[src/source/blockproc_pkg.sv]
// block geometry constants, pixel and statistics types, sequencer state encoding
`default_nettype none

package blockproc_pkg;

	// an 8x8 block is 64 pixels
	localparam int PIX_PER_BLK = 64;
	// pixel index width within a block
	localparam int PIX_BITS = 6;

	// one unsigned 8-bit pixel
	typedef logic [7:0] pixel_t;

	// sum of 64 pixels, max 64*255 = 16320
	typedef logic [13:0] blk_sum_t;

	// one-hot sequencer state
	typedef enum logic [15:0] {
		IDLE         = 16'h0001,
		GEN_BLK_ADDR = 16'h0002,
		WAIT0        = 16'h0004,
		CNT1         = 16'h0008,
		WAIT1        = 16'h0010,
		CNT2         = 16'h0020,
		WAIT2        = 16'h0040,
		CNT3         = 16'h0080,
		WAIT3        = 16'h0100,
		CNT4         = 16'h0200,
		WAIT4        = 16'h0400,
		CNT5         = 16'h0800,
		WAIT5        = 16'h1000,
		CNT6         = 16'h2000,
		DLY          = 16'h4000,
		NEXT_BLK     = 16'h8000
	} seq_state_t;

	// per-block statistics record, as handed to the quantiser stage
	typedef struct packed {
		blk_sum_t sum;
		pixel_t   mean;
		pixel_t   min;
		pixel_t   max;
	} block_stats_t;

endpackage

`default_nettype wire

[src/source/stage_ctrl_if.sv]
// stage strobe interface between block sequencer and statistics datapath
`timescale 1ns/1ps
`default_nettype none

interface stage_ctrl_if #(
	parameter int BLK_BITS = 12
);

	// copy the sipo contents into the datapath
	logic latch_en;
	// row sums, block sum, min/max, mean
	logic dp1_en;
	logic dp2_en;
	logic dp3_en;
	logic dp4_en;
	// result write
	logic wr;
	// block number, stable for the whole block
	logic [BLK_BITS-1:0] blk_idx;

	modport sequencer (
		output latch_en, dp1_en, dp2_en, dp3_en, dp4_en, wr,
		output blk_idx
	);

	modport stats (
		input latch_en, dp1_en, dp2_en, dp3_en, dp4_en, wr,
		input blk_idx
	);

endinterface

`default_nettype wire

[src/source/block_sequencer.sv]
// block sequencer: one-hot frame FSM, pixel and block counters, read address, stage strobes
`timescale 1ns/1ps
`default_nettype none

module block_sequencer
	import blockproc_pkg::*;
#(
	parameter int BLK_BITS = 12
) (
	input  logic                          clk,
	input  logic                          reset_,
	input  logic                          get_data,
	output logic                          rd,
	output logic [BLK_BITS+PIX_BITS-1:0]  rd_addr,
	output logic                          frame_done,
	stage_ctrl_if.sequencer               ctrl
);

	seq_state_t state;
	seq_state_t next_state;

	// pixel number inside the current block
	logic [PIX_BITS-1:0] pix_cnt;
	// block number inside the frame
	logic [BLK_BITS-1:0] blk_cnt;

	// last pixel of the address burst
	logic last_pix;
	// last block of the frame, counter all ones
	logic last_blk;

	assign last_pix = &pix_cnt;
	assign last_blk = &blk_cnt;

	// state register
	always_ff @(posedge clk) begin
		if (!reset_) begin
			state <= IDLE;
		end else begin
			state <= next_state;
		end
	end

	// pixel counter runs only during the burst
	// and wraps to zero on the last pixel
	always_ff @(posedge clk) begin
		if (!reset_) begin
			pix_cnt <= '0;
		end else if (state == GEN_BLK_ADDR) begin
			pix_cnt <= pix_cnt + 1'b1;
		end else begin
			pix_cnt <= '0;
		end
	end

	// block counter steps once per block in NEXT_BLK
	// wrap after the last block leaves it at zero for the next frame
	always_ff @(posedge clk) begin
		if (!reset_) begin
			blk_cnt <= '0;
		end else if (state == NEXT_BLK) begin
			blk_cnt <= blk_cnt + 1'b1;
		end
	end

	// next state
	always_comb begin
		next_state = state;
		case (state)
			IDLE: begin
				// get_data only matters here
				if (get_data) begin
					next_state = GEN_BLK_ADDR;
				end
			end
			GEN_BLK_ADDR: begin
				// 64 reads then the stage chain
				if (last_pix) begin
					next_state = WAIT0;
				end
			end
			// one idle cycle between each stage strobe
			WAIT0: next_state = CNT1;
			CNT1:  next_state = WAIT1;
			WAIT1: next_state = CNT2;
			CNT2:  next_state = WAIT2;
			WAIT2: next_state = CNT3;
			CNT3:  next_state = WAIT3;
			WAIT3: next_state = CNT4;
			CNT4:  next_state = WAIT4;
			WAIT4: next_state = CNT5;
			CNT5:  next_state = WAIT5;
			WAIT5: next_state = CNT6;
			CNT6:  next_state = DLY;
			DLY:   next_state = NEXT_BLK;
			NEXT_BLK: begin
				if (last_blk) begin
					next_state = IDLE;
				end else begin
					next_state = GEN_BLK_ADDR;
				end
			end
			default: next_state = IDLE;
		endcase
	end

	// read strobe, also the sipo enable
	assign rd = (state == GEN_BLK_ADDR);

	// block number above pixel number
	assign rd_addr = {blk_cnt, pix_cnt};

	// one cycle at the end of the last block
	assign frame_done = (state == NEXT_BLK) && last_blk;

	// stage strobes straight from the state decode
	assign ctrl.latch_en = (state == CNT1);
	assign ctrl.dp1_en   = (state == CNT2);
	assign ctrl.dp2_en   = (state == CNT3);
	assign ctrl.dp3_en   = (state == CNT4);
	assign ctrl.dp4_en   = (state == CNT5);
	assign ctrl.wr       = (state == CNT6);

	// block index held until NEXT_BLK steps the counter
	assign ctrl.blk_idx = blk_cnt;

endmodule

`default_nettype wire

[src/source/pixel_sipo.sv]
// 64-pixel serial-in parallel-out buffer fed by the memory read data
`timescale 1ns/1ps
`default_nettype none

module pixel_sipo
	import blockproc_pkg::*;
(
	input  logic                       clk,
	input  logic                       reset_,
	input  logic                       rd,
	input  pixel_t                     data,
	output pixel_t [PIX_PER_BLK-1:0]   block
);

	// rd delayed to line up with the synchronous memory output
	logic shift_en;

	// shift register, newest byte enters at the top
	pixel_t [PIX_PER_BLK-1:0] shreg;

	always_ff @(posedge clk) begin
		if (!reset_) begin
			shift_en <= 1'b0;
		end else begin
			shift_en <= rd;
		end
	end

	// each shift moves everything down by one pixel
	// after 64 shifts pixel 0 is at index 0 and index equals pixel number
	always_ff @(posedge clk) begin
		if (shift_en) begin
			shreg <= {data, shreg[PIX_PER_BLK-1:1]};
		end
	end

	// parallel view of the whole block
	// only complete between the last shift and the next block's first byte
	assign block = shreg;

endmodule

`default_nettype wire

[src/source/block_stats.sv]
// block statistics datapath: block latch, row sums, block sum, min/max, mean, result write
`timescale 1ns/1ps
`default_nettype none

module block_stats
	import blockproc_pkg::*;
#(
	parameter int BLK_BITS = 12
) (
	input  logic                       clk,
	input  logic                       reset_,
	stage_ctrl_if.stats                ctrl,
	input  pixel_t [PIX_PER_BLK-1:0]   block,
	output logic                       res_wr,
	output logic [BLK_BITS-1:0]        res_blk,
	output block_stats_t               res_stats
);

	// 8 rows of 8 pixels
	localparam int ROWS = 8;
	localparam int ROW_LEN = PIX_PER_BLK / ROWS;
	// 8 pixels of 255 need 11 bits
	localparam int ROW_BITS = $bits(pixel_t) + $clog2(ROW_LEN);

	// private copy of the block, frees the sipo for the next burst
	pixel_t [PIX_PER_BLK-1:0] blk_q;
	logic [BLK_BITS-1:0] idx_q;

	// stage registers
	logic [ROWS-1:0][ROW_BITS-1:0] row_sum;
	blk_sum_t blk_sum;
	pixel_t min_q;
	pixel_t max_q;
	pixel_t mean_q;

	// stage inputs
	logic [ROWS-1:0][ROW_BITS-1:0] row_sum_d;
	blk_sum_t blk_sum_d;
	pixel_t min_d;
	pixel_t max_d;

	// dp1: row sums over the latched block
	always_comb begin
		for (int r = 0; r < ROWS; r++) begin
			row_sum_d[r] = '0;
			for (int c = 0; c < ROW_LEN; c++) begin
				row_sum_d[r] = row_sum_d[r] + ROW_BITS'(blk_q[r*ROW_LEN + c]);
			end
		end
	end

	// dp2: add the row sums
	always_comb begin
		blk_sum_d = '0;
		for (int r = 0; r < ROWS; r++) begin
			blk_sum_d = blk_sum_d + blk_sum_t'(row_sum[r]);
		end
	end

	// dp3: min and max scan, starting from pixel 0
	always_comb begin
		min_d = blk_q[0];
		max_d = blk_q[0];
		for (int i = 1; i < PIX_PER_BLK; i++) begin
			if (blk_q[i] < min_d) begin
				min_d = blk_q[i];
			end
			if (blk_q[i] > max_d) begin
				max_d = blk_q[i];
			end
		end
	end

	// payload registers, one enable per stage
	always_ff @(posedge clk) begin
		if (ctrl.latch_en) begin
			blk_q <= block;
			idx_q <= ctrl.blk_idx;
		end
		if (ctrl.dp1_en) begin
			row_sum <= row_sum_d;
		end
		if (ctrl.dp2_en) begin
			blk_sum <= blk_sum_d;
		end
		if (ctrl.dp3_en) begin
			min_q <= min_d;
			max_q <= max_d;
		end
		// dp4: mean is sum / 64, truncated
		if (ctrl.dp4_en) begin
			mean_q <= pixel_t'(blk_sum >> PIX_BITS);
		end
		// result record, held until the next block's write
		if (ctrl.wr) begin
			res_blk        <= idx_q;
			res_stats.sum  <= blk_sum;
			res_stats.mean <= mean_q;
			res_stats.min  <= min_q;
			res_stats.max  <= max_q;
		end
	end

	// write pulse, one cycle after wr together with the record
	always_ff @(posedge clk) begin
		if (!reset_) begin
			res_wr <= 1'b0;
		end else begin
			res_wr <= ctrl.wr;
		end
	end

endmodule

`default_nettype wire

[src/source/block_engine_top.sv]
// frame block engine top: sequencer, pixel sipo, statistics datapath and their wiring
`timescale 1ns/1ps
`default_nettype none

module block_engine_top
	import blockproc_pkg::*;
#(
	// 12 bits gives 4096 blocks and an 18-bit read address
	parameter int BLK_BITS = 12
) (
	input  logic                          clk,
	input  logic                          reset_,
	input  logic                          get_data,
	input  pixel_t                        data,
	output logic                          rd,
	output logic [BLK_BITS+PIX_BITS-1:0]  rd_addr,
	output logic                          frame_done,
	output logic                          res_wr,
	output logic [BLK_BITS-1:0]           res_blk,
	output blk_sum_t                      res_sum,
	output pixel_t                        res_mean,
	output pixel_t                        res_min,
	output pixel_t                        res_max
);

	// stage strobes and block index
	stage_ctrl_if #(.BLK_BITS(BLK_BITS)) ctrl_if ();

	// sipo contents into the datapath
	pixel_t [PIX_PER_BLK-1:0] sipo_block;
	block_stats_t stats;

	block_sequencer #(.BLK_BITS(BLK_BITS)) u_seq (
		.clk        (clk),
		.reset_     (reset_),
		.get_data   (get_data),
		.rd         (rd),
		.rd_addr    (rd_addr),
		.frame_done (frame_done),
		.ctrl       (ctrl_if.sequencer)
	);

	// rd doubles as the sipo shift request
	pixel_sipo u_sipo (
		.clk    (clk),
		.reset_ (reset_),
		.rd     (rd),
		.data   (data),
		.block  (sipo_block)
	);

	block_stats #(.BLK_BITS(BLK_BITS)) u_stats (
		.clk       (clk),
		.reset_    (reset_),
		.ctrl      (ctrl_if.stats),
		.block     (sipo_block),
		.res_wr    (res_wr),
		.res_blk   (res_blk),
		.res_stats (stats)
	);

	// record fields out to separate ports
	assign res_sum  = stats.sum;
	assign res_mean = stats.mean;
	assign res_min  = stats.min;
	assign res_max  = stats.max;

endmodule

`default_nettype wire

[config.mk]
export PLATFORM = sky130hd
export DESIGN_NAME = block_engine_top
export DESIGN_NICKNAME = d
export VERILOG_FILES = /design/src/source/blockproc_pkg.sv /design/src/source/stage_ctrl_if.sv /design/src/source/block_sequencer.sv /design/src/source/pixel_sipo.sv /design/src/source/block_stats.sv /design/src/source/block_engine_top.sv
export SDC_FILE = /design/constraint.sdc
export NUM_CORES = 2
export LEC_CHECK = 0
export BUFFER_PORTS_ARGS = -buffer_cell sky130_fd_sc_hd__buf_2
export CORE_MARGIN = 10
export CORE_UTILIZATION = 55
export CTS_CLUSTER_DIAMETER = 200
export DETAILED_ROUTE_END_ITERATION = 8
export GPL_ROUTABILITY_DRIVEN = 0
export PLACE_DENSITY = 0.8
export SLEW_MARGIN = 10
export SYNTH_ARGS = -nofsm -noshare
export SYNTH_HDL_FRONTEND = slang
export SYNTH_SLANG_ARGS = --single-unit
[constraint.sdc]
create_clock -name clk -period 269.4 [get_ports clk]
set_input_delay 13.47 -clock clk [delete_from_list [all_inputs] [get_ports clk]]
set_output_delay 13.47 -clock clk [all_outputs]
set_load 0.05 [all_outputs]
# Word-level counts from Yosys, hierarchy flattened

Index checks and enable logic that the tools add are counted.

Register bits: 1,248
Output and inout port bits: 71
Word-level logic and storage cells: 495
Input port bits: 11

Mux-type cells: 130
Reduce and logical (&&, ||, !) cells: 5
Order comparisons: 126
Add/subtract/negate cells: 65
Equality and inequality tests: 18

Operators with widths:

| cell                   | number |
|---|---|
| $mux W8                | 126 |
| $add A11 B8 Y11        | 48 |
| $gt A8 B8 Y1           | 63 |
| $lt A8 B8 Y1           | 63 |
| $pmux W16 S16          | 1 |
| $add A14 B11 Y14       | 6 |
| $add A8 B8 Y9          | 8 |
| $mux W16               | 2 |
| $eq A16 B1 Y1 const B  | 1 |
| $eq A16 B10 Y1 const B | 1 |
| $eq A16 B11 Y1 const B | 1 |
| $eq A16 B12 Y1 const B | 1 |
| $eq A16 B13 Y1 const B | 1 |
| $eq A16 B14 Y1 const B | 1 |
| $eq A16 B15 Y1 const B | 1 |
| $eq A16 B16 Y1 const B | 1 |
| $eq A16 B2 Y1 const B  | 1 |
| $eq A16 B3 Y1 const B  | 1 |
| $eq A16 B4 Y1 const B  | 1 |
| $eq A16 B5 Y1 const B  | 1 |
| $eq A16 B6 Y1 const B  | 1 |
| $eq A16 B7 Y1 const B  | 1 |
| $eq A16 B8 Y1 const B  | 1 |
| $eq A16 B9 Y1 const B  | 1 |
| other kinds (9)        | 11 |

# Depth between registers and ports, before layout

Word-level depth: 126
Depth in mapped cells: 713
Mapped depth without buffers: 667

# Modules after synthesis

From an unflattened synthesis, not the netlist that was laid out.

Cell total of the unflattened synthesis: 8,582
Area total of the unflattened synthesis: 93,156.8 um^2

By module, submodules not included:

| module          | cells each | instances | area an instance (um^2) | sequential area each (um^2) |
|---|---|---|---|---|
| block_stats     | 7,857      | 1         | 75,924.1                | 21,040.2 |
| pixel_sipo      | 514        | 1         | 15,401.0                | 15,394.8 |
| block_sequencer | 211        | 1         | 1,831.8                 | 680.7 |

# Least setup slack after synthesis

No wires, ideal clock.

Path type: register to register
From: reg u_stats.blk_q[1] in the netlist's numbering
To: reg u_stats.max_q[4] (data pin)
Cell stages (with the launch flop): 677
Path buffers: 45
Setup slack: 146.878 ns
Data required time: 269.243 ns
Arrival: 122.365 ns
Period minus slack after synthesis: 122.522 ns
Setup time: 0.157 ns
Cells stage by stage: edfxtp_1 inv_1 ha_1 nor2b_1 o21a_1 o21a_1 o21ai_1 mux2i_1 ha_1 and3_1 and3_2 o21ai_0 o21a_1 or2_2 a22oi_1 clkbuf_1 nor2_1 a21oi_1 (+641 left out) nand4_1 or4_1 a32oi_1 a21o_2 or2_1 buf_6 buf_12 a21oi_1 ha_1 o21a_1 o21ai_0 nand2b_1 a21oi_1 o21ai_0 o21ai_1 dlygate4sd3_1 o211ai_1 o221ai_2

Word-level cells in the longest chain between the ends: 126

Ends and longest elaborated chain:

| what                     | RTL line          | source |
|---|---|---|
| start: declaration       | block_stats.sv:26 | `pixel_t [PIX_PER_BLK-1:0] blk_q;` |
| start signal: assignment | block_stats.sv:77 | `blk_q <= block;` |
| $gt A8 B8 Y1             | block_stats.sv:68 | `if (blk_q[i] > max_d) begin` |
| $mux W8 (*)              | block_stats.sv:68 |  |
| $gt A8 B8 Y1             | block_stats.sv:68 |  |
| $mux W8 (*)              | block_stats.sv:68 |  |
| $gt A8 B8 Y1             | block_stats.sv:68 |  |
| $mux W8 (*)              | block_stats.sv:68 |  |
| $gt A8 B8 Y1             | block_stats.sv:68 |  |
| $mux W8 (*)              | block_stats.sv:68 |  |
| (+111 left out)          | --                |  |
| $mux W8 (*)              | block_stats.sv:68 |  |
| $gt A8 B8 Y1             | block_stats.sv:68 |  |
| $mux W8 (*)              | block_stats.sv:68 |  |
| $gt A8 B8 Y1             | block_stats.sv:68 |  |
| $mux W8 (*)              | block_stats.sv:68 |  |
| $gt A8 B8 Y1             | block_stats.sv:68 |  |
| $mux W8 (*)              | block_stats.sv:68 |  |
| net u_stats.max_d[4]     | block_stats.sv:40 | `pixel_t max_d;` |
| end signal: assignment   | block_stats.sv:88 | `max_q <= max_d;` |
| end: declaration         | block_stats.sv:33 | `pixel_t max_q;` |

The timed path passes the listed nets; every way through them passes the cells marked *.
A chain may end at the register's enable or synchronous reset.

# Worst setup path after layout

From: reg u_stats.blk_q[1] in the netlist's numbering
To: reg u_stats.max_q[0] (data pin)

Same word-level chain as after synthesis.

==> summary.md <==
| Metric | Value |
|---|---|
| Status | `complete, but fails checks` |
| Failing checks | `design-rule violations` |
| Most frequent cells in the layout | `1212 x edfxtp_1, 1106 x inv_1, 1032 x ha_1, 555 x a21oi_1, 509 x nor2_1` |
| Post-synthesis mux area share | `5.63%` |
| Post-synthesis average cell area | `10.9 um2` |
| Initial antenna violation count | `4` |
| Final Cycle Share | `51.8%` |
| Slew @ Worst Pin | `1190 ps` |
| Placed Area | `96400 um2` |
| Initial Utilization | `55.3%` |
| Final Util | `59.4%` |
| Syn_nets | `9983` |
| Worst r2r src | `u_stats.blk_q[1]` |
| Post-Synth XOR/XNOR Area | `1.96%` |
| Pin count of the biggest net entering global routing | `175` |
| Critical path's top delay family | `compound AO/OA/AOI/OAI gates` |
| Min-Delay Path Class | `reg2reg` |
| Drt total wl | `238 mm` |
| Worst Path Required | `269990 ps` |
| Met3 Use GR | `4.24%` |
| Die Height | `433 um` |
| CP dominant cell by count | `a21oi_1` |
| Core Area | `169000 um2` |
| CTS tree | `done` |
| CTS Buf Count | `131` |
| I/O pin cnt | `82` |
| Cell variety after synth | `188` |
| Yosys warning total | `0` |
| Final non-filler cell area | `101000 um2` |
| Clock buffer depth | `3` |
| Buffers on Ports | `81` |
| GRT met1 Usage | `32.1%` |
| Chip Width | `433 um` |
| Crit Path Max Fanout | `23` |
| Routed len/inst | `21.6 um` |
| DR iter-0 viols | `7173` |
| Hold Slack | `409 ps` |
| Initial DRT Pass Iterations | `9` |
| Die ar. | `187000 um2` |
| Drt via density | `6.23` |
| Fill cell total of the finished layout | `13000` |
| Final Hold Vio Count | `0` |
| Cells after Synth | `8574` |
| Worst Path Arrival | `140260 ps` |
| Final setup viols | `0` |
| Area share of and/or/nand/nor cells after synthesis | `9.90%` |
| Worst slew margin | `20.1%` |
| Max_cap viols | `0` |
| Final TNS setup | `0 ps` |
| Seq/Total Area, Yosys | `39.6%` |
| Via count | `68700` |
| Share of layout cells above drive strength 1 | `10.7%` |
| Synth Area in Adders | `21.9%` |
| Number of H-tree levels | `4` |
| Site Rows | `151` |
| Nets | `10100` |
| Number of global-route vias before repair | `69100` |
| Worst-path clk slew | `60 ps` |
| CTS Hold Bufs | `0` |
| Most used routing layer | `met2` |
| Area growth syn-to-layout | `7.42%` |
| First-pass GRT wire length | `372 mm` |
| CTS Sinks | `1248` |
| Mapped cell area | `93700 um2` |
| Commonest non-fill, non-tap cell in the layout | `edfxtp_1` |
| CP Launch Type | `flip-flop` |
| RSZ-0062 raised after global routing | `false` |
| Max stage delay on crit path | `780 ps` |
| Clk Latency, worst-skew pair | `800 ps` |
| Gr ovfl total | `0` |
| Buf/Inv on CP | `38` |
| Hold_sp | `u_stats.mean_q[3]` |
| Crit end category | `flip-flop` |
| Detail Placement HPWL | `185 mm` |
| CP startpoint | `u_stats.blk_q[1]` |
| GRT Total Usage | `24.7%` |
| Async SR Flop Fraction | `0%` |
| Met2 Track Usage GR | `41.3%` |
| Skew final | `47.8 ps` |
| Number of synthesized flops with an enable pin | `1212` |
| Routed Antenna Nets | `0` |
| Min cycle time layout | `139660 ps` |
| Compound-Gate Fraction of Synth Area | `15.7%` |
| Post-CTS Repair Setup Buffers | `0` |
| Main flop type after synthesis | `edfxtp_1` |
| CP Class | `reg2reg` |
| Fmax achieved | `7.16 MHz` |
| Clk root buf | `clkbuf_16` |
| # DRC | `2` |
| Flops & latches, synth | `1248` |
| CP max stage cell | `a21boi_1` |
| Slew Limit Fails | `0` |
| Main combinational cell family by area after synthesis | `adder cells` |
| Post-CTS sizing | `0` |
synthesized netlist by cell type (all sizes together), types with 33 or more instances:
master,count,share of area [%]
a211oi,43,0.40
a21o,270,2.2
a21oi,569,3.1
a31oi,57,0.43
and2,60,0.43
and3,65,0.48
and4,54,0.52
buf,42,0.42
clkbuf,68,0.30
dfxtp,36,0.77
edfxtp,1212,39
fa,366,7.8
ha,1032,14
inv,1106,4.4
mux2,253,3.1
mux2i,236,2.5
nand2,494,2.0
nand2b,64,0.43
nand3,146,0.80
nand4,78,0.53
nor2,518,2.1
nor2b,75,0.50
nor3,85,0.49
o211ai,63,0.53
o21a,125,1.0
o21ai,500,2.8
o21bai,99,0.81
o31ai,42,0.40
or2b,35,0.32
or3,33,0.24
xnor2,169,1.6
xor2,41,0.38
metrics by stage:
stage / worst slack, ps / instances
global placement: 138890 / 10800
finish: 129740 / 11000
CTS: 132580 / 11000
detailed placement: 132890 / 10800
global route: 119020 / 11000
floorplan: 146880 / 8574
logic make-up after synthesis:
group / count (synthesis)
compound gates: 2139
simple gates: 1829
fa+ha+maj: 1430
flops: 1248
buf+inv: 1229
mux: 489
xor+xnor: 210
routing by layer:
layer | part of all wire (%) | vias to the layer above
li1 | - | 31500
met1 | 40 | 33400
met2 | 48 | 3096
met3 | 8.3 | 617
met4 | 4.0 | 0
met5 | 0 | -
sequential cells by signal, summed over array words and instances (netlist names):
name                cells
u_stats.min_q           8
u_sipo.block          512
u_stats.res_wr          1
u_seq.pix_cnt           6
u_stats.row_sum        88
u_stats.res_stats      38
u_seq.state            16
u_stats.blk_sum        14
u_stats.mean_q          8
u_sipo.shift_en         1
u_stats.blk_q         512
u_seq.ctrl.blk_idx     12
u_stats.res_blk        12
u_stats.max_q           8
u_stats.idx_q          12
final timing paths:
| path | endpoint | slack (ps) | cells after the start |
|---|---|---|---|
| hold / removal | u_stats.res_stats[19] | 410 | 0 |
| hold reg to reg | u_stats.res_stats[19] | 410 | 0 |
| setup reg to reg | u_stats.max_q[0] | 129740 | 627 |
| setup / recovery | u_stats.max_q[0] | 129740 | 627 |
area by class of cell:
cell class                 count  area (um2)  area share (%)
sequential                  1248       37100            36.9
clock inverter                82         945           0.938
tap                         2218        2780            2.76
multi-input combinational   6097       51700            51.3
antenna                        3        7.51         0.00746
inverter                    1109        4160            4.13
clock buffer                 154        3370            3.35
timing repair buffer         107         613           0.609
Power is not shown: default switching activity piles up to over one toggle a cycle in this logic, so the estimate is an artifact.
